--- config.mk ---
export PLATFORM = sky130hd
export DESIGN_NAME = ddr_ctrl_top
export DESIGN_NICKNAME = d
export VERILOG_FILES = /design/src/rtl/ddr_ctrl_pkg.sv /design/src/rtl/ddr_bank_tracker.sv /design/src/rtl/ddr_cmd_fsm.sv /design/src/rtl/ddr_ctrl_top.sv /design/src/rtl/ddr_refresh_timer.sv /design/src/rtl/ddr_resp_tracker.sv
export VERILOG_INCLUDE_DIRS = /design/src /design/src/rtl
export SDC_FILE = /design/constraint.sdc
export NUM_CORES = 1
export LEC_CHECK = 0
export BUFFER_PORTS_ARGS = -buffer_cell sky130_fd_sc_hd__buf_4
export CAP_MARGIN = 20
export CORE_ASPECT_RATIO = 2
export CORE_UTILIZATION = 40
export DETAILED_ROUTE_END_ITERATION = 8
export PLACE_DENSITY = 0.67
export SLEW_MARGIN = 10
export SYNTH_ARGS = -nofsm -noshare
export SYNTH_HDL_FRONTEND = slang
export SYNTH_SLANG_ARGS = --single-unit
export TNS_END_PERCENT = 20
--- constraint.sdc ---
create_clock -name clk_i -period 5.1 [get_ports clk_i]
set_input_delay 1.275 -clock clk_i [delete_from_list [all_inputs] [get_ports clk_i]]
set_output_delay 1.275 -clock clk_i [all_outputs]
set_load 0.005 [all_outputs]
--- src/rtl/ddr_ctrl_params.svh ---
`ifndef DDR_CTRL_PARAMS_SVH
`define DDR_CTRL_PARAMS_SVH

// --------------------------------------------------
// DDR3 geometry
// --------------------------------------------------

// Column, bank and row address widths
`define DDR_COL_W           10
`define DDR_BANK_W          3
`define DDR_ROW_W           15

// One open-row slot per bank
`define DDR_BANKS           8

// --------------------------------------------------
// Refresh timing, in controller clock cycles
// --------------------------------------------------

// Delay from reset to the first refresh tick, shortened for simulation
`define DDR_START_DELAY     40

// Interval between refresh ticks, shortened for simulation
`define DDR_REFRESH_CYCLES  300
`define DDR_REFRESH_CNT_W   20

// --------------------------------------------------
// Response path
// --------------------------------------------------

// Outstanding request IDs held for in-order responses
`define ID_FIFO_DEPTH       8

`endif

--- src/rtl/ddr_ctrl_pkg.sv ---
`default_nettype none

`include "ddr_ctrl_params.svh"

package ddr_ctrl_pkg;

    // Address fields of the DDR3 device
    typedef logic [`DDR_ROW_W-1:0]  ddr_row_t;
    typedef logic [`DDR_BANK_W-1:0] ddr_bank_t;
    typedef logic [`DDR_COL_W-1:0]  ddr_col_t;
    // DFI address bus, as wide as a row
    typedef logic [`DDR_ROW_W-1:0]  ddr_addr_t;

    // Host side
    typedef logic [31:0]            host_addr_t;
    typedef logic [15:0]            req_id_t;
    typedef logic [127:0]           rd_data_t;

    // Address bit 10: all banks on PRECHARGE, auto-precharge on READ/WRITE
    localparam int unsigned DDR_AP_BIT = 10;

    // RAS_n, CAS_n, WE_n style command encoding
    typedef enum logic [3:0] {
        CMD_NOP       = 4'b0111,
        CMD_ACTIVE    = 4'b0011,
        CMD_READ      = 4'b0101,
        CMD_WRITE     = 4'b0100,
        CMD_PRECHARGE = 4'b0010,
        CMD_REFRESH   = 4'b0001
    } ddr_cmd_e;

    typedef enum logic [2:0] {
        ST_INIT,
        ST_IDLE,
        ST_ACTIVATE,
        ST_READ,
        ST_WRITE,
        ST_PRECHARGE,
        ST_REFRESH
    } ctrl_state_e;

    typedef struct packed {
        ddr_cmd_e   cmd;
        ddr_bank_t  bank;
        ddr_addr_t  addr;
    } ddr_cmd_t;

    typedef struct packed {
        logic       rd;
        logic       wr;
        host_addr_t addr;
        req_id_t    id;
    } host_req_t;

    typedef struct packed {
        req_id_t    id;
        rd_data_t   rd_data;
    } host_resp_t;

    // Open-row table update from the FSM
    typedef struct packed {
        logic       open_one;
        logic       close_one;
        logic       close_all;
        ddr_bank_t  bank;
        ddr_row_t   row;
    } bank_update_t;

endpackage

`default_nettype wire

--- src/rtl/ddr_bank_tracker.sv ---
`timescale 1ns/1ps
`default_nettype none

`include "ddr_ctrl_params.svh"

module ddr_bank_tracker
    import ddr_ctrl_pkg::*;
(
    input  wire logic         clk_i,
    input  wire logic         rst_i,
    input  wire bank_update_t update_i,
    input  wire ddr_bank_t    bank_i,
    input  wire ddr_row_t     row_i,
    output logic              row_hit_o,
    output logic              bank_open_o,
    output logic              any_open_o
);

    localparam int unsigned BANKS = `DDR_BANKS;

    // Open flag per bank
    logic [BANKS-1:0] open_q;
    // Active row per bank, valid only while open
    ddr_row_t         row_q [BANKS];

    // --------------------------------------------------
    // Table update
    // --------------------------------------------------
    always_ff @(posedge clk_i)
    begin
        if (rst_i)
            open_q <= '0;
        else if (update_i.close_all)
            open_q <= '0;
        else if (update_i.close_one)
            open_q[update_i.bank] <= 1'b0;
        else if (update_i.open_one)
            open_q[update_i.bank] <= 1'b1;
    end

    always_ff @(posedge clk_i)
    begin
        if (update_i.open_one)
            row_q[update_i.bank] <= update_i.row;
    end

    // --------------------------------------------------
    // Lookup for the current request
    // --------------------------------------------------
    assign bank_open_o = open_q[bank_i];
    // Stale row content is masked by the open flag
    assign row_hit_o   = bank_open_o && (row_q[bank_i] == row_i);
    assign any_open_o  = |open_q;

    // FSM only activates a bank that it has closed or never opened
    open_targets_closed_bank: assert property (
        @(posedge clk_i) disable iff (rst_i)
        update_i.open_one |-> !open_q[update_i.bank]
    );

endmodule

`default_nettype wire

--- src/rtl/ddr_cmd_fsm.sv ---
`timescale 1ns/1ps
`default_nettype none

module ddr_cmd_fsm
    import ddr_ctrl_pkg::*;
(
    input  wire logic      clk_i,
    input  wire logic      rst_i,
    input  wire logic      req_valid_i,
    input  wire host_req_t req_i,
    input  wire logic      cmd_accept_i,
    input  wire logic      refresh_pending_i,
    input  wire logic      row_hit_i,
    input  wire logic      bank_open_i,
    input  wire logic      any_open_i,
    input  wire logic      id_space_i,
    output ddr_cmd_t       cmd_o,
    output logic           req_accept_o,
    output logic           refresh_done_o,
    output logic           push_o,
    output logic           write_issued_o,
    output bank_update_t   update_o,
    output ddr_bank_t      bank_o,
    output ddr_row_t       row_o
);

    ctrl_state_e state_q;
    ctrl_state_e next_state;
    // Final state after ACTIVATE or PRECHARGE
    ctrl_state_e target_q;
    ctrl_state_e target_d;
    ctrl_state_e access_state;

    ddr_col_t    col;
    ddr_bank_t   bank;
    ddr_row_t    row;
    logic        req_go;
    logic        refresh_target;

    // --------------------------------------------------
    // Address split, row-bank-column order
    // --------------------------------------------------
    // Burst-aligned column, low three bits zero
    assign col  = {req_i.addr[10:4], 3'b000};
    assign bank = req_i.addr[13:11];
    assign row  = req_i.addr[28:14];

    assign bank_o = bank;
    assign row_o  = row;

    // Only start when a response slot is free
    assign req_go         = req_valid_i && (req_i.rd || req_i.wr) && id_space_i;
    assign access_state   = req_i.rd ? ST_READ : ST_WRITE;
    assign refresh_target = (target_q == ST_REFRESH);

    // --------------------------------------------------
    // Next state
    // --------------------------------------------------
    always_comb
    begin
        next_state = state_q;
        target_d   = target_q;
        case (state_q)
            ST_INIT:
            begin
                // Wait for the first refresh tick
                if (refresh_pending_i)
                    next_state = ST_IDLE;
            end
            ST_IDLE:
            begin
                // Refresh has priority, close rows first if any are open
                if (refresh_pending_i)
                begin
                    next_state = any_open_i ? ST_PRECHARGE : ST_REFRESH;
                    target_d   = ST_REFRESH;
                end
                else if (req_go)
                begin
                    target_d = access_state;
                    if (row_hit_i)
                        next_state = access_state;
                    // Row conflict
                    else if (bank_open_i)
                        next_state = ST_PRECHARGE;
                    else
                        next_state = ST_ACTIVATE;
                end
            end
            ST_ACTIVATE:  next_state = target_q;
            ST_PRECHARGE: next_state = refresh_target ? ST_REFRESH : ST_ACTIVATE;
            ST_READ,
            ST_WRITE,
            ST_REFRESH:   next_state = ST_IDLE;
            default:      next_state = ST_IDLE;
        endcase
    end

    // State moves only with an accepted command
    always_ff @(posedge clk_i)
    begin
        if (rst_i)
        begin
            state_q  <= ST_INIT;
            target_q <= ST_IDLE;
        end
        else if (cmd_accept_i)
        begin
            state_q  <= next_state;
            target_q <= target_d;
        end
    end

    // --------------------------------------------------
    // Command encoding
    // --------------------------------------------------
    always_comb
    begin
        cmd_o.cmd  = CMD_NOP;
        cmd_o.bank = '0;
        cmd_o.addr = '0;
        case (state_q)
            ST_ACTIVATE:
            begin
                cmd_o.cmd  = CMD_ACTIVE;
                cmd_o.bank = bank;
                cmd_o.addr = row;
            end
            ST_READ,
            ST_WRITE:
            begin
                cmd_o.cmd  = (state_q == ST_READ) ? CMD_READ : CMD_WRITE;
                cmd_o.bank = bank;
                cmd_o.addr = ddr_addr_t'(col);
                // Row stays open, no auto-precharge
                cmd_o.addr[DDR_AP_BIT] = 1'b0;
            end
            ST_PRECHARGE:
            begin
                cmd_o.cmd = CMD_PRECHARGE;
                // All banks ahead of refresh, else just the request bank
                if (refresh_target)
                    cmd_o.addr[DDR_AP_BIT] = 1'b1;
                else
                    cmd_o.bank = bank;
            end
            ST_REFRESH:   cmd_o.cmd = CMD_REFRESH;
            default:      cmd_o.cmd = CMD_NOP;
        endcase
    end

    // Handshakes tied to accepted commands
    assign req_accept_o   = (state_q == ST_READ || state_q == ST_WRITE) && cmd_accept_i;
    assign push_o         = req_accept_o;
    assign write_issued_o = (state_q == ST_WRITE) && cmd_accept_i;
    assign refresh_done_o = (state_q == ST_REFRESH) && cmd_accept_i;

    // Open-row table follows accepted ACTIVATE and PRECHARGE
    assign update_o.open_one  = (state_q == ST_ACTIVATE) && cmd_accept_i;
    assign update_o.close_one = (state_q == ST_PRECHARGE) && !refresh_target && cmd_accept_i;
    assign update_o.close_all = (state_q == ST_PRECHARGE) && refresh_target && cmd_accept_i;
    assign update_o.bank      = bank;
    assign update_o.row       = row;

    // Host accept only for a presented request, in the access state of its kind
    accept_on_access: assert property (
        @(posedge clk_i) disable iff (rst_i)
        req_accept_o |-> req_valid_i && (state_q == (req_i.rd ? ST_READ : ST_WRITE))
    );

endmodule

`default_nettype wire

--- src/rtl/ddr_ctrl_top.sv ---
`timescale 1ns/1ps
`default_nettype none

module ddr_ctrl_top
    import ddr_ctrl_pkg::*;
(
    input  wire logic      clk_i,
    input  wire logic      rst_i,
    // Host port
    input  wire logic      req_valid_i,
    input  wire host_req_t req_i,
    output logic           req_accept_o,
    output logic           resp_valid_o,
    output host_resp_t     resp_o,
    // Sequencer port
    output ddr_cmd_t       cmd_o,
    input  wire logic      cmd_accept_i,
    input  wire logic      rd_valid_i,
    input  wire rd_data_t  rd_data_i
);

    logic         refresh_pending;
    logic         refresh_done;
    logic         row_hit;
    logic         bank_open;
    logic         any_open;
    logic         id_space;
    logic         push;
    logic         write_issued;
    bank_update_t bank_update;
    ddr_bank_t    lookup_bank;
    ddr_row_t     lookup_row;

    // --------------------------------------------------
    // Refresh, state machine, bank table, responses
    // --------------------------------------------------
    ddr_refresh_timer u_refresh_timer (
        .clk_i             (clk_i),
        .rst_i             (rst_i),
        .refresh_done_i    (refresh_done),
        .refresh_pending_o (refresh_pending)
    );

    ddr_cmd_fsm u_cmd_fsm (
        .clk_i             (clk_i),
        .rst_i             (rst_i),
        .req_valid_i       (req_valid_i),
        .req_i             (req_i),
        .cmd_accept_i      (cmd_accept_i),
        .refresh_pending_i (refresh_pending),
        .row_hit_i         (row_hit),
        .bank_open_i       (bank_open),
        .any_open_i        (any_open),
        .id_space_i        (id_space),
        .cmd_o             (cmd_o),
        .req_accept_o      (req_accept_o),
        .refresh_done_o    (refresh_done),
        .push_o            (push),
        .write_issued_o    (write_issued),
        .update_o          (bank_update),
        .bank_o            (lookup_bank),
        .row_o             (lookup_row)
    );

    ddr_bank_tracker u_bank_tracker (
        .clk_i       (clk_i),
        .rst_i       (rst_i),
        .update_i    (bank_update),
        .bank_i      (lookup_bank),
        .row_i       (lookup_row),
        .row_hit_o   (row_hit),
        .bank_open_o (bank_open),
        .any_open_o  (any_open)
    );

    ddr_resp_tracker u_resp_tracker (
        .clk_i          (clk_i),
        .rst_i          (rst_i),
        .push_i         (push),
        .id_i           (req_i.id),
        .write_issued_i (write_issued),
        .rd_valid_i     (rd_valid_i),
        .rd_data_i      (rd_data_i),
        .id_space_o     (id_space),
        .resp_valid_o   (resp_valid_o),
        .resp_o         (resp_o)
    );

endmodule

`default_nettype wire

--- src/rtl/ddr_refresh_timer.sv ---
`timescale 1ns/1ps
`default_nettype none

`include "ddr_ctrl_params.svh"

module ddr_refresh_timer
    import ddr_ctrl_pkg::*;
(
    input  wire logic clk_i,
    input  wire logic rst_i,
    input  wire logic refresh_done_i,
    output logic      refresh_pending_o
);

    localparam int unsigned CNT_W = `DDR_REFRESH_CNT_W;

    // Reload values
    // Interval load is one short because the zero count takes a cycle too
    localparam logic [CNT_W-1:0] START_LOAD   = CNT_W'(`DDR_START_DELAY);
    localparam logic [CNT_W-1:0] REFRESH_LOAD = CNT_W'(`DDR_REFRESH_CYCLES - 1);

    logic [CNT_W-1:0] timer_q;
    logic             tick;

    // Tick when the down counter runs out
    assign tick = (timer_q == '0);

    // Start delay first, then the fixed interval
    always_ff @(posedge clk_i)
    begin
        if (rst_i)
            timer_q <= START_LOAD;
        else if (tick)
            timer_q <= REFRESH_LOAD;
        else
            timer_q <= timer_q - 1'b1;
    end

    // Pending until the FSM has issued REFRESH
    // A new tick wins over a completion in the same cycle
    always_ff @(posedge clk_i)
    begin
        if (rst_i)
            refresh_pending_o <= 1'b0;
        else if (tick)
            refresh_pending_o <= 1'b1;
        else if (refresh_done_i)
            refresh_pending_o <= 1'b0;
    end

endmodule

`default_nettype wire

--- src/rtl/ddr_resp_tracker.sv ---
`timescale 1ns/1ps
`default_nettype none

`include "ddr_ctrl_params.svh"

module ddr_resp_tracker
    import ddr_ctrl_pkg::*;
(
    input  wire logic     clk_i,
    input  wire logic     rst_i,
    input  wire logic     push_i,
    input  wire req_id_t  id_i,
    input  wire logic     write_issued_i,
    input  wire logic     rd_valid_i,
    input  wire rd_data_t rd_data_i,
    output logic          id_space_o,
    output logic          resp_valid_o,
    output host_resp_t    resp_o
);

    localparam int unsigned DEPTH = `ID_FIFO_DEPTH;
    localparam int unsigned PTR_W = $clog2(DEPTH);

    req_id_t          id_mem [DEPTH];
    logic [PTR_W-1:0] wr_ptr_q;
    logic [PTR_W-1:0] rd_ptr_q;
    logic [PTR_W:0]   count_q;
    // Reads accepted but not yet returned
    logic [PTR_W:0]   rd_out_q;
    logic             write_ack_q;
    logic             pop;

    // Write acknowledge one cycle after the WRITE command
    always_ff @(posedge clk_i)
    begin
        if (rst_i)
            write_ack_q <= 1'b0;
        else
            write_ack_q <= write_issued_i;
    end

    assign pop = write_ack_q || rd_valid_i;

    // --------------------------------------------------
    // ID FIFO
    // --------------------------------------------------
    always_ff @(posedge clk_i)
    begin
        if (push_i)
            id_mem[wr_ptr_q] <= id_i;
    end

    always_ff @(posedge clk_i)
    begin
        if (rst_i)
        begin
            wr_ptr_q <= '0;
            rd_ptr_q <= '0;
            count_q  <= '0;
            rd_out_q <= '0;
        end
        else
        begin
            if (push_i)
                wr_ptr_q <= wr_ptr_q + 1'b1;
            if (pop)
                rd_ptr_q <= rd_ptr_q + 1'b1;
            case ({push_i, pop})
                2'b10:   count_q <= count_q + 1'b1;
                2'b01:   count_q <= count_q - 1'b1;
                default: count_q <= count_q;
            endcase
            // A push without a WRITE is a read
            case ({push_i && !write_issued_i, rd_valid_i})
                2'b10:   rd_out_q <= rd_out_q + 1'b1;
                2'b01:   rd_out_q <= rd_out_q - 1'b1;
                default: rd_out_q <= rd_out_q;
            endcase
        end
    end

    // Hold new requests while read data is outstanding
    // so a write acknowledge never overtakes a read
    assign id_space_o = (count_q != (PTR_W+1)'(DEPTH)) && (rd_out_q == '0);

    // Responses leave in request order
    assign resp_valid_o   = pop;
    assign resp_o.id      = id_mem[rd_ptr_q];
    assign resp_o.rd_data = rd_data_i;

    // Every acknowledge matches an accepted request
    no_pop_when_empty: assert property (
        @(posedge clk_i) disable iff (rst_i)
        pop |-> (count_q != '0)
    );

    // FSM respects the space flag
    no_push_when_full: assert property (
        @(posedge clk_i) disable iff (rst_i)
        push_i |-> (count_q != (PTR_W+1)'(DEPTH))
    );

endmodule

`default_nettype wire

# Yosys cells after proc, flatten, opt, wreduce, memory -nomap -nowiden
# Memories as Yosys holds them, arrays and structs flattened. A register that Yosys moved wholly into a read port is not among the register bits.
# Index checks and enable logic that the tools add are counted.
# Widths: inputs -> output; s select.
# totals
reg_bits	50
memories	2
output_inout_bits	168
in_bits	183
mem_bits_rw	248
elab_cells	110
# op_classes
mux	36
bitwise_logic	3
reduce_logical	34
n_addsub	7
eq_ne	15
n_lt_le_gt_ge	2
# mem_list
memory	depth	word_bits	rd	rd_ports_with_merged_regs	wr	line	rtl
u_resp_tracker.id_mem	8	16	1	1	1	ddr_resp_tracker.sv:24	req_id_t id_mem [DEPTH];
u_bank_tracker.row_q	8	15	1	0	1	ddr_bank_tracker.sv:24	ddr_row_t row_q [BANKS];
# ops
operator	n
$mux 3	12
$logic_not 20->1	1
$pmux 10 s2	1
$sub 20x1->20 const B	1
$mux 8	2
$pmux 4 s2	2
$pmux 4 s4	1
$eq 15x15->1	1
$logic_and 1x1->1	14
$eq 3x3->1 const B	4
$pmux 3 s4	1
$mux 1	10
$reduce_bool 2->1	5
$mux 9	1
$add 4x1->4 const B	2
$and 8x8->8	1
$not 8->8	1
$or 8x8->8	1
$reduce_or 8->1	1
$sub 4x1->4 const B	2
$add 3x1->3 const B	2
$eq 3x2->1 const B	2
$pmux 3 s2	1
$reduce_and 3->1	2
other kinds (19)	26

# Depth between registers and ports, before layout
# Gate-level depths: netlist of the first run.
# logic_depth
ltp_word	7
mapped_depth	11
depth_no_buf	10

# Modules after synthesis
# Synthesis of the first run repeated with hierarchy kept, for this count alone.
# hier_totals
cells_unflattened	933
area_unflattened_um2	13964.6
# modules_own_cells
mod	instances	area_per_inst_um2	cells_per_inst
ddr_resp_tracker	1	6805.3	419
ddr_bank_tracker	1	5167.5	263
ddr_cmd_fsm	1	1009.7	142
ddr_refresh_timer	1	982.2	109

# Worst setup path after synthesis of the first run
# Ideal clock, no wire load.
# synth_timing
kind	input to register
startpoint	input port cmd_accept_i
endpoint	memory u_resp_tracker.id_mem[1][0] in the netlist's numbering, enable pin
n_path_buf	0
stages	2
required_ps	4664
setup_slack_ps	1480
arrival_time_ps	3184
cell_sequence	o21ai_1 nor4b_1
# synth_between
elab_chain_cells	3
# synth_lines
item	line	rtl
start: declaration	ddr_ctrl_top.sv:17	input wire logic cmd_accept_i,
$logic_and 1x1->1	ddr_cmd_fsm.sv:153	assign req_accept_o = (state_q == ST_READ || state_q == ST_WRITE) && cmd_accept_i;
$mux 1	ddr_resp_tracker.sv:49	if (push_i)
$mux 1 (not written as such)	ddr_resp_tracker.sv:50	id_mem[wr_ptr_q] <= id_i;
end: declaration	ddr_resp_tracker.sv:24	
# No other way between the ends.

# Worst setup path after layout of the first run
# layout_timing
startpoint	register u_cmd_fsm.state_q[0]
endpoint	output port req_accept_o
# layout_between
elab_chain_cells	3
# layout_lines
item	line	rtl
start: declaration	ddr_cmd_fsm.sv:27	ctrl_state_e state_q;
start signal: assignment	ddr_cmd_fsm.sv:109	state_q <= next_state;
$eq 3x2->1 / $eq 3x3->1 (equally long branches)	ddr_cmd_fsm.sv:153	
$logic_or 1x1->1 *	ddr_cmd_fsm.sv:153	
$logic_and 1x1->1 *	ddr_cmd_fsm.sv:153	
end: declaration	ddr_ctrl_top.sv:12	output logic req_accept_o,
# Mark *: on every way between the ends. The rest lies on a longest branch, timed or not.

==> flow_summary.json, run 1 <==
{
  "slew_viol_final": 0,
  "clock_latency_ns": 0.55,
  "cts_sinks": 301,
  "numCtsBuffers": 27,
  "cts_resized": 0,
  "rsz0062_at_grt": "false",
  "worst_slew_margin_rel_pct": 31.8,
  "cp.depth": 4,
  "power.density_nw_per_um2": 350,
  "ys.flop_type": "edfxtp_1",
  "tightest_slew_ns": 1.02,
  "clk_path_buf_depth": 3,
  "stdcell_area_sq_um": 14500,
  "synth_enable_flop_cells": 248,
  "synth_top_cell_by_area": "edfxtp_1",
  "grt_pass1_vias": 7389,
  "worstSetupStartpointType": "flop",
  "slowest_stage": "dfxtp_1",
  "hold_class": "flop to flop",
  "core_area_sq_um": 32900,
  "drive_gt1_share_pct": 27.9,
  "dp_hpwl_um": 19200,
  "drc": 0,
  "synth_area_sq_um": 13400,
  "min_period_over_period_pct": 81.5,
  "cpLargestDelayFamily": "flip-flops",
  "yosysSeqAreaShare_pct": 63.6,
  "grt_overflow": 0,
  "crit_type": "flop to output pin",
  "r2r_cells": 10,
  "final_hold_viol_count": 0,
  "place_area_sq_um": 13600,
  "io_pins": 351,
  "syn_inst": 896,
  "ir_worst_vdd_mv": 0.272,
  "hold_depth": 1,
  "drv_cap": 0,
  "setup_viol": 0,
  "ant_nets": 0,
  "totalWireLength_um": 28800,
  "reg2reg_from": "u_cmd_fsm.state_q[0]$_SDFFE_PP0P_",
  "fin_setup_tns_ns": 0,
  "startpoint": "u_cmd_fsm.state_q[0]$_SDFFE_PP0P_",
  "synthTopCellsByArea": "edfxtp_1, mux4_2, dfxtp_1, buf_4, mux2_2",
  "reg2reg_to": "u_resp_tracker.count_q[3]$_SDFFE_PP0P_",
  "cts_hold_buf": 0,
  "antenna_found_initial": 2,
  "area.growth.synth_to_final_pct": 8.33,
  "fp.dieH_um": 261,
  "root_buffer": "clkbuf_16",
  "final.min_clock_period_ns": 4.16,
  "critPathCapture": "req_accept_o",
  "max_freq_mhz": 241,
  "crit_chain": "nor2_1 > o21ai_1 > inv_1 > buf_4",
  "yosysTopAreaCellShare_pct": 55.7,
  "reg2reg_slack_ns": 1.65,
  "die_w_um": 131,
  "worst_setup_path_end_kind": "output pin",
  "grt_max_degree": 60,
  "final_nets": 1058,
  "port-buffer-count": 86,
  "wl_per_cell_um": 21.8,
  "drtIter0Drc": 350,
  "p_leak_nw": 4.90,
  "crit_fanout": 15,
  "crit_arrival_ns": 2.88,
  "cp_data_required_time_ns": 3.83,
  "yosysMostFrequentCell": "edfxtp_1",
  "postSynthAreaPerCell_sq_um": 14.9,
  "dieArea_sq_um": 34200,
  "synth_seq_cells": 301,
  "synth_common_cells": "edfxtp_1, buf_4, nor2_1, dfxtp_1, mux4_2",
  "htree_num_levels": 1,
  "syn_nets": 1090,
  "synthArstFlopShare_pct": 0,
  "num_rows": 94,
  "critical-path-max-stage-delay_ns": 0.80,
  "grt_first_pass_wirelength_um": 43100,
  "crit_buf_inv": 2,
  "clk_transition_reported_paths_ns": 0.06,
  "gp_congestion": 0.831,
  "vias_per_cell": 5.35,
  "synth.distinct_cells": 53,
  "setup_slack_ns": 0.944,
  "power_mw": 5.06,
  "grt_use_total_pct": 16.8,
  "dpl_worst_slack_ns": 1.12,
  "synth_warnings": 0,
  "status": "finished, final reports clean",
  "fin_skew_ns": 0.00804,
  "firstDrtPassIters": 4,
  "vias": 7061,
  "start_util_pct": 40.6,
  "postCtsSetupBuffers": 0,
  "cts_tree": "yes"
}
-- layout by cell type, fill, tap and decap left out, types with 11 or more instances in the layout --
cell type	n
a21oi_1	26
buf_4	105
clkbuf_1	11
clkbuf_16	27
dfxtp_1	52
edfxtp_1	248
inv_1	13
mux2_2	30
mux2i_1	21
mux4_2	50
nand2_1	30
nor2_1	60
nor2b_1	16
nor3_1	11
o21ai_0	14
xnor2_1	21
xor2_1	15
-- per-stage QoR --
step                hold WS (ns)  instances  util, %
finish                     0.464       1319     44.0
global route               0.499       1319     44.0
CTS                        0.465       1317     44.0
detailed placement         0.456       1267     41.3
global placement           0.442       1267     41.3
floorplan                  0.430        896        -
-- worst register-to-register path: stages (launching register included) --
cell	delay (ns)
dfxtp_1	0.80
inv_1	0.46
nor2_1	0.30
o21ai_1	0.30
ha_1	0.35
ha_1	0.30
a21o_1	0.17
a21oi_1	0.18
xnor2_1	0.10
or3_1	0.30
a21oi_1	0.13
-- logic make-up after synthesis --
logic type	count (synthesis)	share of synthesized area (%)
DFF	301	63.6
and+or+nand+nor	179	7.09
buffers and inverters	179	8.91
muxes	101	12.5
AOI/OAI and AO/OA	88	4.35
xor gates and xnor gates	36	2.36
adders and majority gates	11	1.14
other	1	0.0280
-- state kept, by name (all words and copies together), names as in the netlist, named ones only --
signal and cells:
u_refresh_timer.refresh_pending_o 1, u_refresh_timer.timer_q 20, u_cmd_fsm.state_q 3, u_resp_tracker.count_q 4, u_cmd_fsm.target_q 3, u_resp_tracker.write_ack_q 1
u_resp_tracker.rd_out_q 4, u_bank_tracker.row_q 120, u_resp_tracker.rd_ptr_q 3, u_resp_tracker.wr_ptr_q 3, u_resp_tracker.id_mem 128
-- how the worst min path moves through the flow --
stage / from / endpoint / slack (ns)
after floorplan: u_refresh_timer.timer_q[0]$_SDFF_PP0_ / u_refresh_timer.timer_q[0]$_SDFF_PP0_ / 0.43
after global placement: u_refresh_timer.timer_q[0]$_SDFF_PP0_ / u_refresh_timer.timer_q[0]$_SDFF_PP0_ / 0.44
after detailed placement: u_refresh_timer.timer_q[0]$_SDFF_PP0_ / u_refresh_timer.timer_q[0]$_SDFF_PP0_ / 0.46
after CTS: u_refresh_timer.timer_q[0]$_SDFF_PP0_ / u_refresh_timer.timer_q[0]$_SDFF_PP0_ / 0.47
after global routing: u_refresh_timer.timer_q[0]$_SDFF_PP0_ / u_refresh_timer.timer_q[0]$_SDFF_PP0_ / 0.50
final: u_refresh_timer.timer_q[0]$_SDFF_PP0_ / u_refresh_timer.timer_q[0]$_SDFF_PP0_ / 0.46
-- layout make-up --
cell class                      instances  area [sq um]
Fill cell                            2985         18400
Sequential cell                       301          8510
Multi-Input combinational cell        416          3710
Clock buffer                           45           805
Timing Repair Buffer                  105           788
Tap cell                              432           541
Clock inverter                          5          78.8
Inverter                               13          48.8
Antenna cell                            2          5.00
-- power breakdown --
group	internal, mW	leakage [nW]	switching, mW
Sequential	2.68	2.66	0.0283
Clock	1.17	0.434	0.855
Combinational	0.167	1.81	0.165
Total	4.02	4.90	1.05
-- routing by layer --
metal	vias to the layer above	wire length, um	track usage (%)
met5	-	207	4.27
li1	3170	-	-
met3	80	1990	5.26
met4	6	915	7.40
met1	3543	9670	16.1
met2	262	16000	32.1
Power figures use the tool's default switching activity.
==> run 2, diff against run 1 <==
- clock period: 5.1 -> 4 ns (I/O delays scaled with it)
==> run 2 against run 1 <==
Sequential power rose by 27%. Critical path depth is 1 higher. Non-clock buffer count up 13. Worst hold slack is essentially flat. Wire length down 0.66%. Highest routed layer unchanged. Utilization rose by 0.17 points. Clock power increased by 19%. Power is 24% higher. Combinational power rose by 35%. Global-route usage is essentially flat. Count of clock-buffer cells in the layout fell by 7.
==> flow_summary.json, run 2 (synthesis gave the netlist of run 1 again) <==
{
  "final.min_clock_period_ns": 3.58,
  "final_common_cell": "edfxtp_1",
  "top_regs": "u_resp_tracker.id_mem (128), u_bank_tracker.row_q (120), u_refresh_timer.timer_q (20)",
  "ant_nets": 0,
  "power.density_nw_per_um2": 433,
  "numCtsBuffers": 27,
  "min_period_over_period_pct": 89.5,
  "place_area_sq_um": 13700,
  "worstSetupStartpointType": "flop",
  "antenna_found_initial": 1,
  "worst_slew_margin_rel_pct": 62.7,
  "setup_viol": 0,
  "hold_class": "flop to flop",
  "dp_hpwl_um": 19300,
  "crit_arrival_ns": 2.58,
  "crit_buf_inv": 2,
  "cts_tree": "yes",
  "p_leak_nw": 4.93,
  "fin_skew_ns": 0.0157,
  "reg2reg_slack_ns": 0.93,
  "ir_worst_vdd_mv": 0.359,
  "final_hold_viol_count": 0,
  "cp_data_required_time_ns": 3.00,
  "gp_congestion": 0.815,
  "area.growth.synth_to_final_pct": 8.76,
  "crit_type": "flop to output pin",
  "clk_transition_reported_paths_ns": 0.06,
  "status": "finished, final reports clean",
  "grt_max_degree": 33,
  "final_nets": 1071,
  "gr-usage-met1_pct": 15.6,
  "firstDrtPassIters": 4,
  "grt_overflow": 0,
  "cpLargestDelayFamily": "flip-flops",
  "grt_first_pass_wirelength_um": 43300,
  "clk_path_buf_depth": 3,
  "totalWireLength_um": 28600,
  "critical-path-max-stage-delay_ns": 0.63,
  "rsz0062_at_grt": "false",
  "drc": 0,
  "worst_setup_path_end_kind": "output pin",
  "max_freq_mhz": 279,
  "clock_latency_ns": 0.54,
  "dieArea_sq_um": 34200,
  "crit_chain": "nand2b_1 > nor2_1 > o21ai_2 > inv_1 > buf_4",
  "regMostFlops": "u_resp_tracker.id_mem",
  "htree_num_levels": 1,
  "stdcell_area_sq_um": 14500,
  "drive_gt1_share_pct": 28.7,
  "fin_setup_tns_ns": 0,
  "grt_use_total_pct": 16.8,
  "die_w_um": 131,
  "root_buffer": "clkbuf_16",
  "num_rows": 94,
  "cts_sinks": 301,
  "vias": 7068,
  "io_pins": 351,
  "postCtsSetupBuffers": 0,
  "largest_reg_flops": 128,
  "start_util_pct": 40.6,
  "crit_fanout": 16,
  "fp.dieH_um": 261,
  "drv_cap": 0,
  "fin_util_pct": 44.2,
  "slew_viol_final": 0,
  "slowest_stage": "dfxtp_1",
  "final_cell_mix": "edfxtp_1, buf_4, nor2_1",
  "grt.met3_usage_pct": 5.13,
  "grt_pass1_vias": 7411,
  "core_area_sq_um": 32900,
  "wl_per_cell_um": 21.5,
  "use_met2_pct": 32.9,
  "cts_resized": 0,
  "cts_hold_buf": 0,
  "port-buffer-count": 86,
  "grt-busiest-layer": "met2",
  "drtIter0Drc": 380,
  "vias_per_cell": 5.31,
  "tightest_slew_ns": 0.552
}
## run 2: layout make-up
| cell class | instances | area (sq um) |
|---|---|---|
| clock inverters | 12 | 90.1 |
| repair buffers | 118 | 911 |
| inverters | 13 | 48.8 |
| flip-flops and latches | 301 | 8510 |
| multi-input cells | 416 | 3720 |
| well taps | 432 | 541 |
| diodes | 1 | 2.50 |
| fillers | 2963 | 18400 |
| clock buffers | 38 | 727 |
## run 2: final timing paths
check | from | cells after the start | endpoint
min | u_refresh_timer.timer_q[0]$_SDFF_PP0_ | 1 | u_refresh_timer.timer_q[0]$_SDFF_PP0_
min reg2reg | u_refresh_timer.timer_q[0]$_SDFF_PP0_ | 1 | u_refresh_timer.timer_q[0]$_SDFF_PP0_
max reg2reg | u_cmd_fsm.state_q[2]$_SDFFE_PP0P_ | 10 | u_resp_tracker.count_q[3]$_SDFFE_PP0P_
max | u_cmd_fsm.state_q[2]$_SDFFE_PP0P_ | 5 | req_accept_o
## run 2: through the flow
step           power, mW  setup WS [ns]  cells  hold slack [ns]
2_1_floorplan       3.89          0.655    896            0.430
3_3_place_gp        3.95          0.490   1280            0.443
3_5_place_dp        3.96          0.451   1280            0.456
4_1_cts             6.37         0.0669   1330            0.466
5_1_grt             6.52          0.222   1331            0.495
6_report            6.30          0.421   1331            0.464
## run 2: report_power, final
part | internal, mW | total [mW] | switching (mW)
Combinational | 0.222 | 0.447 | 0.225
Clock | 1.33 | 2.42 | 1.08
Sequential | 3.41 | 3.44 | 0.0247
## run 2: routing by layer
metal	part of all wire, %	wire length, um
met3	7.3	2080
met2	57	16300
met1	32	9200
met4	3.1	875
met5	0.47	133
## run 2: worst reg2reg max path: stages (launching register included)
cell and delay (ns):
dfxtp_1 0.63, nand2b_1 0.37, nor2_1 0.17, o21ai_2 0.44, ha_1 0.29, ha_1 0.25, a21o_1 0.17, a21oi_1 0.16
xnor2_1 0.09, or3_1 0.30, a21oi_1 0.13
==> run 3, diff against run 2 <==
- CORE_ASPECT_RATIO: 2 -> default
==> run 3 against run 2 <==
Wire length shrank 6.1%. Register-to-register slack worse by 0.02 ns. Final area increased by 1.4%. Combinational power fell by 3%. Clock power rose by 22%. Critical endpoint unchanged. Highest routed layer unchanged. Largest power group unchanged. Die area shrank 0.13%. Critical path type unchanged. Clock skew rose by 0.0037 ns.
==> flow_summary.json, run 3 (synthesis gave the netlist of run 1 again) <==
{
  "status": "finished, final reports clean",
  "final_cell_mix": "edfxtp_1, buf_4, nor2_1",
  "cts_sinks": 301,
  "die_w_um": 185,
  "grt_overflow": 0,
  "dieArea_sq_um": 34200,
  "port-buffer-count": 86,
  "area.growth.synth_to_final_pct": 10.3,
  "fp.dieH_um": 185,
  "clock_latency_ns": 0.55,
  "totalWireLength_um": 26800,
  "ant_nets": 0,
  "postCtsSetupBuffers": 0,
  "min_period_over_period_pct": 86.9,
  "grt_first_pass_wirelength_um": 40900,
  "cp_data_required_time_ns": 3.00,
  "power_mw": 6.84,
  "drc": 0,
  "rsz0062_at_grt": "false",
  "reg2reg_slack_ns": 0.91,
  "grt_use_total_pct": 15.7,
  "antenna_found_initial": 0,
  "largest_reg_flops": 128,
  "slew_viol_final": 0,
  "clk_path_buf_depth": 3,
  "setup_slack_ns": 0.523,
  "root_buffer": "clkbuf_16",
  "core_area_sq_um": 32700,
  "io_pins": 351,
  "hold_class": "flop to flop",
  "drtIter0Drc": 404,
  "num_rows": 66,
  "regMostFlops": "u_resp_tracker.id_mem",
  "vias_per_cell": 5.24,
  "firstDrtPassIters": 4,
  "top_regs": "u_resp_tracker.id_mem (128), u_bank_tracker.row_q (120), u_refresh_timer.timer_q (20)",
  "fin_setup_tns_ns": 0,
  "grt_max_degree": 37,
  "final_hold_viol_count": 0,
  "grt_pass1_vias": 7215,
  "cts_tree": "yes",
  "max_freq_mhz": 288,
  "p_leak_nw": 5.03,
  "tightest_slew_ns": 0.943,
  "worst_setup_path_end_kind": "output pin",
  "worst_slew_margin_rel_pct": 36.9,
  "dpl_worst_slack_ns": 0.519,
  "drive_gt1_share_pct": 29.3,
  "crit_arrival_ns": 2.48,
  "gp_congestion": 0.765,
  "crit_fanout": 16,
  "start_util_pct": 40.9,
  "fin_util_pct": 45.1,
  "dp_hpwl_um": 17000,
  "place_area_sq_um": 13700,
  "cts_resized": 0,
  "htree_num_levels": 1,
  "final_common_cell": "edfxtp_1",
  "vias": 7024,
  "clk_transition_reported_paths_ns": 0.06,
  "cts_hold_buf": 0,
  "final_nets": 1070,
  "wl_per_cell_um": 20.0,
  "ir_worst_vdd_mv": 0.406,
  "final.min_clock_period_ns": 3.48,
  "fin_skew_ns": 0.0194,
  "crit_type": "flop to output pin",
  "drv_cap": 0,
  "worstSetupStartpointType": "flop",
  "power.density_nw_per_um2": 463,
  "setup_viol": 0,
  "stdcell_area_sq_um": 14800,
  "diodes": 0,
  "numCtsBuffers": 31
}
[run 3: per-stage QoR]
| step | cells | hold slack, ns |
|---|---|---|
| after floorplan | 896 | 0.430 |
| final | 1341 | 0.459 |
| after CTS | 1341 | 0.462 |
| after global routing | 1341 | 0.505 |
| after detailed placement | 1285 | 0.453 |
| after global placement | 1285 | 0.449 |
[run 3: critical path, stage by stage, from the launching register on]
cell      delay (ns)
dfxtp_1         0.61
nand2b_1        0.35
nor2_1          0.13
o21ai_2         0.43
inv_1           0.21
buf_4           0.19
[run 3: final cells by class]
cell class | count | area (sq um)
well taps | 442 | 553
repair buffers | 113 | 873
flip-flops and latches | 301 | 8510
clock inverters | 23 | 265
inverters | 13 | 48.8
fillers | 2888 | 18000
multi-input cells | 416 | 3720
clock buffers | 33 | 783
[run 3: power by group]
part           switching, mW  leakage, nW  internal (mW)  total [mW]
Combinational          0.214         1.85          0.219       0.433
Clock                   1.17        0.514           1.79        2.96
Sequential            0.0323         2.66           3.41        3.44
Total                   1.41         5.03           5.42        6.84
[run 3: path summary, 6_finish.rpt]
check | from | to | cells after the start
setup / recovery | u_cmd_fsm.state_q[2]$_SDFFE_PP0P_ | req_accept_o | 5
hold / removal | u_refresh_timer.timer_q[0]$_SDFF_PP0_ | u_refresh_timer.timer_q[0]$_SDFF_PP0_ | 1
setup reg to reg | u_cmd_fsm.state_q[2]$_SDFFE_PP0P_ | u_resp_tracker.count_q[3]$_SDFFE_PP0P_ | 10
hold reg to reg | u_refresh_timer.timer_q[0]$_SDFF_PP0_ | u_refresh_timer.timer_q[0]$_SDFF_PP0_ | 1
[run 3: layer usage]
metal | GRT usage (%) | vias up | wire length [um]
met5 | 1.04 | - | 48
met4 | 3.74 | 2 | 494
met3 | 5.27 | 35 | 2230
met2 | 25.9 | 294 | 12900
met1 | 19.7 | 3496 | 11200
li1 | - | 3197 | -
